**src/source/agnus_pkg.sv**
```systemverilog
// agnus dma core shared types, register numbers, slot constants and bus structs
package agnus_pkg;

  // ------------------------------------------------------------
  // widths that carry a meaning
  typedef logic [15:0] data_word_t;  // register data bus word
  typedef logic [19:0] chip_addr_t;  // chip ram word address
  typedef logic [7:0]  reg_addr_t;   // custom register word number
  typedef logic [8:0]  hpos_t;       // horizontal slot position

  // ------------------------------------------------------------
  // custom register numbers (word index, not byte offset)
  localparam reg_addr_t REG_DMACON  = 8'h4B;  // dma control, write side
  localparam reg_addr_t REG_DMACONR = 8'h01;  // dma control, read side
  localparam reg_addr_t REG_IDLE    = 8'hFF;  // nothing selected on the register bus

  // slot timing
  localparam hpos_t LINE_LAST     = 9'd453;  // last slot of a line, then wrap
  localparam hpos_t REFRESH_FIRST = 9'd7;    // refresh window start
  localparam hpos_t REFRESH_LAST  = 9'd19;   // refresh window end

  // cpu starves for this many even slots and the blitter backs off
  localparam logic [1:0] BLS_CNT_MAX = 2'd3;

  // ------------------------------------------------------------
  // dma control register layout
  localparam int DMACON_WIDTH = 13;  // stored bits
  localparam int SETCLR_BIT   = 15;  // 1 sets, 0 clears the selected bits
  localparam int BLTPRI_BIT   = 10;  // blitter nasty
  localparam int DMAEN_BIT    = 9;   // master enable
  localparam int BPLEN_BIT    = 8;
  localparam int COPEN_BIT    = 7;
  localparam int BLTEN_BIT    = 6;
  localparam int SPREN_BIT    = 5;

  // one external dma requester, held until granted
  typedef struct packed {
    logic       req;          // wants the bus this slot
    logic       we;           // memory write (only honoured for disk and blitter)
    chip_addr_t address;      // chip ram address
    reg_addr_t  reg_address;  // destination / source custom register
  } chan_req_t;

  // cpu access to the custom register bank
  typedef struct packed {
    logic      aen;          // register bank selected
    logic      rd;
    logic      hwr;          // upper byte write
    logic      lwr;          // lower byte write
    reg_addr_t reg_address;
  } cpu_bus_t;

  // arbitrated bus towards memory and registers
  typedef struct packed {
    chip_addr_t address;
    reg_addr_t  reg_address;
    logic       dbr;         // chipset owns the data bus
    logic       dbwe;        // chipset memory write
    logic       cpu_custom;  // cpu owns the slot
  } chip_bus_t;

  // enables decoded from dmacon, each one already qualified by DMAEN
  typedef struct packed {
    logic bpl;
    logic spr;
    logic cop;
    logic blt;
    logic bltpri;  // raw, no master gating
  } dma_enables_t;

  // one-hot grant, highest priority first
  typedef struct packed {
    logic dsk;
    logic refr;  // refresh slot
    logic aud;
    logic bpl;
    logic spr;
    logic cop;
    logic blt;
    logic cpu;
  } dma_grant_t;

endpackage

```
**src/source/beam_slot_counter.sv**
```systemverilog
// horizontal slot counter for one line, with refresh slot decode
module beam_slot_counter (
  input  logic             clk,
  input  logic             reset,
  output agnus_pkg::hpos_t hpos,     // current slot
  output logic             refresh   // slot belongs to the refresh engine
);

  logic line_end;  // last slot of the line
  logic in_window; // inside the refresh range

  // ------------------------------------------------------------
  // slot counter

  assign line_end = (hpos == agnus_pkg::LINE_LAST);

  always_ff @(posedge clk) begin
    if (reset) begin
      hpos <= '0;
    end else if (line_end) begin
      hpos <= '0;                       // wrap to start of next line
    end else begin
      hpos <= hpos + agnus_pkg::hpos_t'(1);
    end
  end

  // ------------------------------------------------------------
  // refresh decode

  // window is inclusive at both ends
  assign in_window = (hpos >= agnus_pkg::REFRESH_FIRST) &&
                     (hpos <= agnus_pkg::REFRESH_LAST);

  // every fourth slot in the window, so 7, 11, 15, 19
  assign refresh = in_window && (hpos[1:0] == 2'b11);

endmodule

```
**src/source/dma_control_reg.sv**
```systemverilog
// dma control register with set/clear writes, read-back and channel enables
module dma_control_reg (
  input  logic                    clk,
  input  logic                    reset,
  input  agnus_pkg::reg_addr_t    reg_address,  // arbitrated register number
  input  agnus_pkg::data_word_t   data_in,
  input  logic                    blit_busy,    // blitter status, read-back only
  input  logic                    blit_zero,
  output agnus_pkg::data_word_t   data_out,
  output agnus_pkg::dma_enables_t enables
);

  logic [agnus_pkg::DMACON_WIDTH-1:0] dmacon;    // stored control bits
  logic [agnus_pkg::DMACON_WIDTH-1:0] wr_bits;   // bits selected by the write
  logic                               wr_hit;    // write cycle to dmacon
  logic                               rd_hit;    // dmaconr on the bus
  logic                               master_en; // DMAEN

  assign wr_hit  = (reg_address == agnus_pkg::REG_DMACON);
  assign rd_hit  = (reg_address == agnus_pkg::REG_DMACONR);
  assign wr_bits = data_in[agnus_pkg::DMACON_WIDTH-1:0];

  // ------------------------------------------------------------
  // register write

  always_ff @(posedge clk) begin
    if (reset) begin
      dmacon <= '0;
    end else if (wr_hit) begin
      if (data_in[agnus_pkg::SETCLR_BIT]) begin
        dmacon <= dmacon | wr_bits;   // set selected bits
      end else begin
        dmacon <= dmacon & ~wr_bits;  // clear selected bits
      end
    end
  end

  // ------------------------------------------------------------
  // read-back

  // bit 15 always reads zero, busy and zero sit above the stored bits
  assign data_out = rd_hit ? {1'b0, blit_busy, blit_zero, dmacon} : '0;

  // ------------------------------------------------------------
  // channel enables

  assign master_en = dmacon[agnus_pkg::DMAEN_BIT];

  assign enables.bpl    = dmacon[agnus_pkg::BPLEN_BIT] & master_en;
  assign enables.spr    = dmacon[agnus_pkg::SPREN_BIT] & master_en;
  assign enables.cop    = dmacon[agnus_pkg::COPEN_BIT] & master_en;
  assign enables.blt    = dmacon[agnus_pkg::BLTEN_BIT] & master_en;
  assign enables.bltpri = dmacon[agnus_pkg::BLTPRI_BIT]; // not gated by master

endmodule

```
**src/source/dma_arbiter.sv**
```systemverilog
// fixed priority slot arbiter, chip bus multiplexer and blitter slowdown counter
module dma_arbiter (
  input  logic                    clk,
  input  logic                    reset,
  input  agnus_pkg::chan_req_t    dsk_req,
  input  agnus_pkg::chan_req_t    aud_req,
  input  agnus_pkg::chan_req_t    bpl_req,
  input  agnus_pkg::chan_req_t    spr_req,
  input  agnus_pkg::chan_req_t    cop_req,
  input  agnus_pkg::chan_req_t    blt_req,
  input  agnus_pkg::cpu_bus_t     cpu,
  input  logic                    refresh,   // refresh slot from the counter
  input  agnus_pkg::hpos_t        hpos,
  input  logic                    bls,       // cpu is waiting for the bus
  input  agnus_pkg::dma_enables_t enables,
  output agnus_pkg::chip_bus_t    bus,
  output agnus_pkg::dma_grant_t   grant
);

  logic [1:0]           bls_cnt;   // even slots the cpu has missed
  logic                 blt_block; // blitter backs off for the cpu
  logic                 bpl_go;    // qualified requests
  logic                 spr_go;
  logic                 cop_go;
  logic                 blt_go;
  agnus_pkg::reg_addr_t cpu_reg;   // cpu register number or idle

  // bus image for a granted dma channel
  function automatic agnus_pkg::chip_bus_t chan_bus(input agnus_pkg::chan_req_t c,
                                                    input logic wr_ok);
    agnus_pkg::chip_bus_t b;
    b.address     = c.address;
    b.reg_address = c.reg_address;
    b.dbr         = 1'b1;
    b.dbwe        = c.we & wr_ok;  // only disk and blitter may write memory
    b.cpu_custom  = 1'b0;
    return b;
  endfunction

  // ------------------------------------------------------------
  // request qualification

  assign blt_block = (bls_cnt == agnus_pkg::BLS_CNT_MAX);

  assign bpl_go = bpl_req.req & enables.bpl;
  assign spr_go = spr_req.req & enables.spr;
  assign cop_go = cop_req.req & enables.cop;
  assign blt_go = blt_req.req & enables.blt & ~blt_block;

  // cpu only presents a register when it really accesses the bank
  assign cpu_reg = (cpu.aen & (cpu.rd | cpu.hwr | cpu.lwr)) ?
                   cpu.reg_address : agnus_pkg::REG_IDLE;

  // ------------------------------------------------------------
  // priority chain, first match wins

  always_comb begin
    grant = '0;
    bus   = '0;
    if (dsk_req.req) begin
      grant.dsk = 1'b1;
      bus       = chan_bus(dsk_req, 1'b1);
    end else if (refresh) begin
      grant.refr      = 1'b1;  // refresh cycle, no register target
      bus.reg_address = agnus_pkg::REG_IDLE;
      bus.dbr         = 1'b1;
    end else if (aud_req.req) begin
      grant.aud = 1'b1;
      bus       = chan_bus(aud_req, 1'b0);
    end else if (bpl_go) begin
      grant.bpl = 1'b1;
      bus       = chan_bus(bpl_req, 1'b0);
    end else if (spr_go) begin
      grant.spr = 1'b1;
      bus       = chan_bus(spr_req, 1'b0);
    end else if (cop_go) begin
      grant.cop = 1'b1;
      bus       = chan_bus(cop_req, 1'b0);
    end else if (blt_go) begin
      grant.blt = 1'b1;
      bus       = chan_bus(blt_req, 1'b1);
    end else begin
      grant.cpu       = 1'b1;   // slot left over for the cpu
      bus.reg_address = cpu_reg;
      bus.cpu_custom  = 1'b1;
    end
  end

  // ------------------------------------------------------------
  // blitter slowdown, advanced on even slots only

  always_ff @(posedge clk) begin
    if (reset) begin
      bls_cnt <= '0;
    end else if (!hpos[0]) begin
      if (!bls || enables.bltpri) begin
        bls_cnt <= '0;              // cpu got through, or nasty mode
      end else if (!blt_block) begin
        bls_cnt <= bls_cnt + 2'd1;  // saturates at the limit
      end
    end
  end

endmodule

```
**src/source/agnus_dma.sv**
```systemverilog
// agnus dma core top: slot counter, dma control register and bus arbiter
module agnus_dma (
  input  logic                  clk,
  input  logic                  reset,
  input  agnus_pkg::chan_req_t  dsk_req,    // disk
  input  agnus_pkg::chan_req_t  aud_req,    // audio
  input  agnus_pkg::chan_req_t  bpl_req,    // bitplanes
  input  agnus_pkg::chan_req_t  spr_req,    // sprites
  input  agnus_pkg::chan_req_t  cop_req,    // copper
  input  agnus_pkg::chan_req_t  blt_req,    // blitter
  input  agnus_pkg::cpu_bus_t   cpu,
  input  agnus_pkg::data_word_t data_in,
  input  logic                  bls,        // cpu waiting for chip bus
  input  logic                  blit_busy,
  input  logic                  blit_zero,
  output agnus_pkg::chip_bus_t  bus,
  output agnus_pkg::dma_grant_t grant,
  output agnus_pkg::data_word_t data_out,
  output agnus_pkg::hpos_t      hpos
);

  logic                    refresh;  // refresh slot
  agnus_pkg::dma_enables_t enables;  // decoded dmacon

  // ------------------------------------------------------------
  // slot timing
  beam_slot_counter u_beam_slot_counter (
    .clk     (clk),
    .reset   (reset),
    .hpos    (hpos),
    .refresh (refresh)
  );

  // control register sees the arbitrated register bus
  dma_control_reg u_dma_control_reg (
    .clk         (clk),
    .reset       (reset),
    .reg_address (bus.reg_address),
    .data_in     (data_in),
    .blit_busy   (blit_busy),
    .blit_zero   (blit_zero),
    .data_out    (data_out),
    .enables     (enables)
  );

  // ------------------------------------------------------------
  // bus ownership
  dma_arbiter u_dma_arbiter (
    .clk     (clk),
    .reset   (reset),
    .dsk_req (dsk_req),
    .aud_req (aud_req),
    .bpl_req (bpl_req),
    .spr_req (spr_req),
    .cop_req (cop_req),
    .blt_req (blt_req),
    .cpu     (cpu),
    .refresh (refresh),
    .hpos    (hpos),
    .bls     (bls),
    .enables (enables),
    .bus     (bus),
    .grant   (grant)
  );

endmodule

```
**config.mk**
```make
export PLATFORM = sky130hd
export DESIGN_NAME = agnus_dma
export DESIGN_NICKNAME = d
export VERILOG_FILES = /design/src/source/agnus_pkg.sv /design/src/source/beam_slot_counter.sv /design/src/source/dma_control_reg.sv /design/src/source/dma_arbiter.sv /design/src/source/agnus_dma.sv
export SDC_FILE = /design/constraint.sdc
export NUM_CORES = 1
export LEC_CHECK = 0
export BUFFER_PORTS_ARGS = -buffer_cell sky130_fd_sc_hd__buf_4
export CORE_MARGIN = 10
export CORE_UTILIZATION = 35
export CTS_BUF_LIST = sky130_fd_sc_hd__clkbuf_2 sky130_fd_sc_hd__clkbuf_4 sky130_fd_sc_hd__clkbuf_8
export CTS_CLUSTER_SIZE = 40
export DETAILED_ROUTE_END_ITERATION = 7
export HOLD_SLACK_MARGIN = 0.06
export PLACE_DENSITY = 0.86
export SETUP_SLACK_MARGIN = 0.05
export SLEW_MARGIN = 25
export SYNTH_ARGS = -nofsm -noshare
export SYNTH_HDL_FRONTEND = slang
export SYNTH_SLANG_ARGS = --single-unit
```
**constraint.sdc**
```tcl
create_clock -name clk -period 2.45 [get_ports clk]
set_input_delay 0.1225 -clock clk [delete_from_list [all_inputs] [get_ports clk]]
set_output_delay 0.1225 -clock clk [all_outputs]
set_load 0.1 [all_outputs]
```
* Word level (Yosys, flattened, before mapping)
Cells that the tools add are included.
Operators by class: shift operators 0, equality and inequality tests 6, bitwise logic cells 17, div/mod/pow operators 0, add/subtract/negate cells 2, mux-type cells 30, reduce and logical (&&, ||, !) cells 6, order comparisons 2, $mul 0
Operator list (count):
- $mux W31 | 5
- $mux W20 | 2
- $mux W8 | 2
- $mux W15 | 1
- $and A13 B13 Y13 | 1
- $mux W13 | 1
- $not A13 Y13 | 1
- $or A13 B13 Y13 | 1
- $and A1 B1 Y1 | 10
- $mux W2 | 5
- $add A9 B1 Y9 const B | 1
- $eq A9 B9 Y1 const B | 1
- $ge A9 B3 Y1 const B | 1
- $le A9 B5 Y1 const B | 1
- $mux W9 | 1
- $eq A8 B1 Y1 const B | 1
- $eq A8 B7 Y1 const B | 1
- $mux W1 | 8
- $mux W7 | 1
- $mux W6 | 1
- $mux W5 | 1
- $eq A2 B2 Y1 const B | 2
- $mux W4 | 1
- $mux W3 | 1
- other kinds (9) | 12
Storage, ports and cells: register bits after elaboration 24, output and inout bits 64, memory bits (writable) 0, latch bits 0, logic and storage cells 66, input port bits 213, memory bits (read-only) 0, memories 0

* Depth between registers and ports, before layout
depth in word-level cells 13, gate-level depth with buffers 10

* Modules after synthesis
From an unflattened synthesis, not the netlist that was laid out.
Unflattened totals: cell total of the unflattened synthesis 407, area total of the unflattened synthesis 3035.4 µm²
Modules (own cells, without submodules):
- dma_arbiter | area an instance 1745.4 µm², cells an instance 271, times used 1, sequential area each 40.0 µm²
- dma_control_reg | area an instance 818.3 µm², cells an instance 85, times used 1, sequential area each 260.2 µm²
- beam_slot_counter | area an instance 471.7 µm², cells an instance 51, times used 1, sequential area each 180.2 µm²

* Least setup slack after synthesis
Ideal clock, no wire load.
path kind register -> output, start point register u_beam_slot_counter.hpos[3], end point output port grant[2] in the netlist's numbering, stages on the path, launching flop included 6, path slack -4.235 ns, arrival 6.562 ns, path buffers 1, data required time 2.328 ns, cells stage by stage dfxtp_1 -> o21ai_0 -> a41oi_2 -> buf_2 -> nand2b_1 -> a2111oi_0
RTL lines:
- start, declared | line beam_slot_counter.sv:5 | output agnus_pkg::hpos_t hpos,
- start signal, assigned | line beam_slot_counter.sv:23 | hpos <= hpos + agnus_pkg::hpos_t'(1);
- end, declared | line agnus_dma.sv:17 | output agnus_pkg::dma_grant_t grant,

==> results_tabular.tex <==
\begin{tabular}{lr}
\hline
Metric & Value \\
\hline
\multicolumn{2}{l}{\textbf{Timing}} \\
Max-slew headroom & between 60\% and 70\% \\
Fin. Hold Viols & 0 \\
Max-slew violation count & 0 \\
Setup\_tns & -15.60 ns \\
Slew @ Worst Pin & between 0.5 and 0.6 ns \\
Period minus WS final & 3.09 ns \\
Count of final setup violators & 50 \\
Period utilization & 126\% \\
Final worst slack & -0.641 ns \\
Final Skew & 0.0101 ns \\
Highest attainable clock frequency & approximately 320 MHz \\
RSZ-0062 raised after global routing & true \\
\multicolumn{2}{l}{\textbf{Synthesis}} \\
Post-synth design cell area & a little under 3000 um\^{}2 \\
Post-Synthesis Cells & $\sim$430 \\
Syn\_area\_per\_cell & between 6 and 7 um\^{}2 \\
Yosys warns & 0 \\
Proportion of synthesized chip area in sequential cells & 16.4\% \\
Net count of the mapped netlist & between 600 and 700 \\
Leading register cell type out of synthesis & sky130\_fd\_sc\_hd\_\_dfxtp\_1 \\
Synth async-reset ratio & 0\% \\
Synthesis-stage register bit count & 24 \\
Number of synthesized flops with an enable pin & 0 \\
Number of distinct library cells after synthesis & just under 50 \\
\multicolumn{2}{l}{\textbf{Setup path}} \\
Path type of the worst setup path & reg -> out \\
Max stage delay cell, worst path & sky130\_fd\_sc\_hd\_\_dfxtp\_4 \\
Max incr delay on CP & about 0.43 ns \\
Data required time of the critical path & 2.33 ns \\
Nature of the critical path endpoint & primary output \\
Crit path max fanout & 15 \\
Critical Path, Cell by Cell & nand3\_1 -> o21ai\_0 -> a21oi\_1 -> o32a\_4 -> a2111o\_1 -> nor4\_4 -> buf\_6 -> and2\_4 -> buf\_12 \\
Critical Path AT & roughly 3.0 ns \\
Startpoint type of the worst setup path & register \\
\multicolumn{2}{l}{\textbf{Final layout}} \\
Post-route non-filler standard cell count & approximately 850 \\
Syn-to-layout area delta & 133\% \\
Area of all placed cells without fillers & slightly below 7000 um\^{}2 \\
Count of nets after finishing & 958 \\
Share of cells above drive strength 1 & $\sim$64\% \\
Most common cell after layout, fill and taps aside & sky130\_fd\_sc\_hd\_\_buf\_4 \\
Top library cells by usage in the layout, fill and taps aside & sky130\_fd\_sc\_hd\_\_buf\_4 (282), sky130\_fd\_sc\_hd\_\_nand2\_1 (55), sky130\_fd\_sc\_hd\_\_buf\_12 (42) \\
Number of antenna diodes & 0 \\
Fin util & about 84\% \\
\multicolumn{2}{l}{\textbf{Flow run}} \\
Max-capacitance violation count & 0 \\
\multicolumn{2}{l}{\textbf{Outcome}} \\
Violations in the final reports & setup timing \\
Outcome & finished with violations \\
\multicolumn{2}{l}{\textbf{Floorplan}} \\
Horizontal die dimension & about 110 um \\
Full die area & $\sim$12000 um\^{}2 \\
Core ar. & 8180 um\^{}2 \\
Die extent in y & 111 um \\
Starting density of the core & a little over a third \\
Std cell rows & 33 \\
Top-level I/O count & 277 \\
\multicolumn{2}{l}{\textbf{Global routing}} \\
GRT Overall Usage & $\sim$30\% \\
Pin count of the biggest net entering global routing & 26 \\
Global-route wire length before repair & 30.3 mm \\
Antenna violations before repair & 0 \\
Total gr overflow & 0 \\
Number of global-route vias before repair & roughly 5100 \\
\multicolumn{2}{l}{\textbf{Clocking}} \\
Root Buffer & sky130\_fd\_sc\_hd\_\_clkbuf\_8 \\
Clock Path Buffers & 2 \\
Number of sinks handled by clock tree synthesis & 24 \\
CTS tree & built \\
Num CTS Buffers & 3 \\
Clock-pin slew on the worst setup and hold paths & around 0.10 ns \\
Clock latency at the later pin of the worst-skew pair & slightly below 0.3 ns \\
Maximum level of the CTS H-tree & 1 \\
\multicolumn{2}{l}{\textbf{Place}} \\
Gpl congestion & about 0.98 \\
Port Buffers & 269 \\
Placed standard-cell area & between 5000 and 6000 um\^{}2 \\
Cell count after placement & between 800 and 900 \\
DPL Wire Length & 14.8 mm \\
\multicolumn{2}{l}{\textbf{Drt}} \\
Final wirelength & between 20 and 25 mm \\
Via count & a little over 5000 \\
Vias per cell & around 6 \\
Remaining antenna violation count & 0 \\
Initial detailed-routing violation count & approximately 590 \\
Avg WL per Cell & 26.2 um \\
DRC & 0 \\
Pre-antenna DRT Iters & 5 \\
\multicolumn{2}{l}{\textbf{Min path}} \\
Hold wc startpoint & reset \\
Worst min-delay path class & in -> reg \\
\multicolumn{2}{l}{\textbf{Power}} \\
Static leakage & 3.10 nW \\
Power per standard cell area & $\sim$290 nW/um\^{}2 \\
Worst supply voltage drop on vdd & roughly 380 uV \\
\hline
\end{tabular}
[metrics by stage]
| step | power (mW) | setup slack (ns) | hold WS [ns] |
|---|---|---|---|
| final | 1.96 | -0.641 | 0.145 |
| after global routing | 2.01 | -0.708 | 0.169 |
| after CTS | 1.83 | -0.543 | 0.132 |
| after detailed placement | 1.38 | -0.436 | 0.435 |
| after global placement | 1.37 | -0.306 | 0.425 |
| after floorplan | 0.968 | -0.549 | 0.346 |
[cell usage after synthesis, drive strengths merged, types with 2 or more instances]
master   n  area share, %
inv     10            1.3
mux2i   14            4.8
and2    17            3.6
nor3    22            3.8
nand3   16            2.7
buf     11            2.2
o21ai   29            5.0
xor2     3           0.90
o211ai  11            2.8
nor4    15            5.9
ha       3            1.3
nand2   59            7.6
nand2b  15            3.2
a221oi  20            6.0
o32ai    2           0.60
clkbuf  30            3.8
a22o    22            6.6
a21oi   34            5.8
nor2    36            4.6
a32oi    5            1.5
nand4    2           0.43
o32a     2           0.68
a31oi    5            1.1
dfxtp   24             16
xnor2    3           0.90
o22ai    3           0.64
and3     4           0.85
[logic make-up (layout without fill, tap and decap cells)]
group | count (synthesis) | count (layout) | synth area share [%]
buffers and inverters | 51 | 355 | 7.35
xor gates and xnor gates | 6 | 6 | 1.79
DFF | 24 | 24 | 16.4
AOI/OAI and AO/OA | 142 | 142 | 33.5
other | 1 | 1 | 0.128
and+or+nand+nor | 193 | 196 | 34.8
muxes | 14 | 14 | 4.78
adders and majority gates | 3 | 3 | 1.28
[layout make-up]
cell class	instances	area [um^2]
tap	105	131
timing repair buffer	341	3170
sequential	24	513
fill	463	1340
clock inverter	1	30.0
clock buffer	3	41.3
inverter	10	40.0
multi-input combinational	362	2900
[per-layer routing]
| layer | part of all wire, % | vias to the layer above | track usage, % | wire (um) |
|---|---|---|---|---|
| met1 | 34 | 2445 | 32.5 | 7570 |
| met5 | 0 | - | 0 | 0 |
| met2 | 51 | 392 | 54.4 | 11400 |
| li1 | - | 2234 | - | - |
| met4 | 6.0 | 0 | 13.5 | 1330 |
| met3 | 8.5 | 109 | 6.76 | 1880 |
[worst max-delay path: cells and delay by family (launching register included)]
family,cells,cell delay (ns)
AND/OR/NAND/NOR,3,0.57
buffers and inverters,2,0.38
flip-flops,1,0.43
AO/OA/AOI/OAI,4,1.26
[power breakdown]
part           internal [mW]  switching (mW)  total (mW)
Combinational          0.503           0.693        1.20
Clock                  0.219           0.147       0.366
Sequential             0.392         0.00466       0.396
[repair_timing]
action / 4_1_cts / 5_1_grt
endpoints found under the hold margin: 0 / 0
pin swaps: 12 / 39
setup buffers: 8 / 6
hold buffers: 0 / 0
setup endpoints to repair: 52 / 59
gates resized for setup: 145 / 102
gates cloned: 3 / 1
[final timing paths]
check / cells past startpoint / endpoint / slack (ns)
hold / removal: 2 / u_dma_arbiter.bls_cnt[1] / 0.15
setup reg to reg: 9 / register / -0.41
hold reg to reg: 2 / register / 0.49
setup / recovery: 9 / data_out[0] / -0.64
Power figures use the tool's default switching activity.
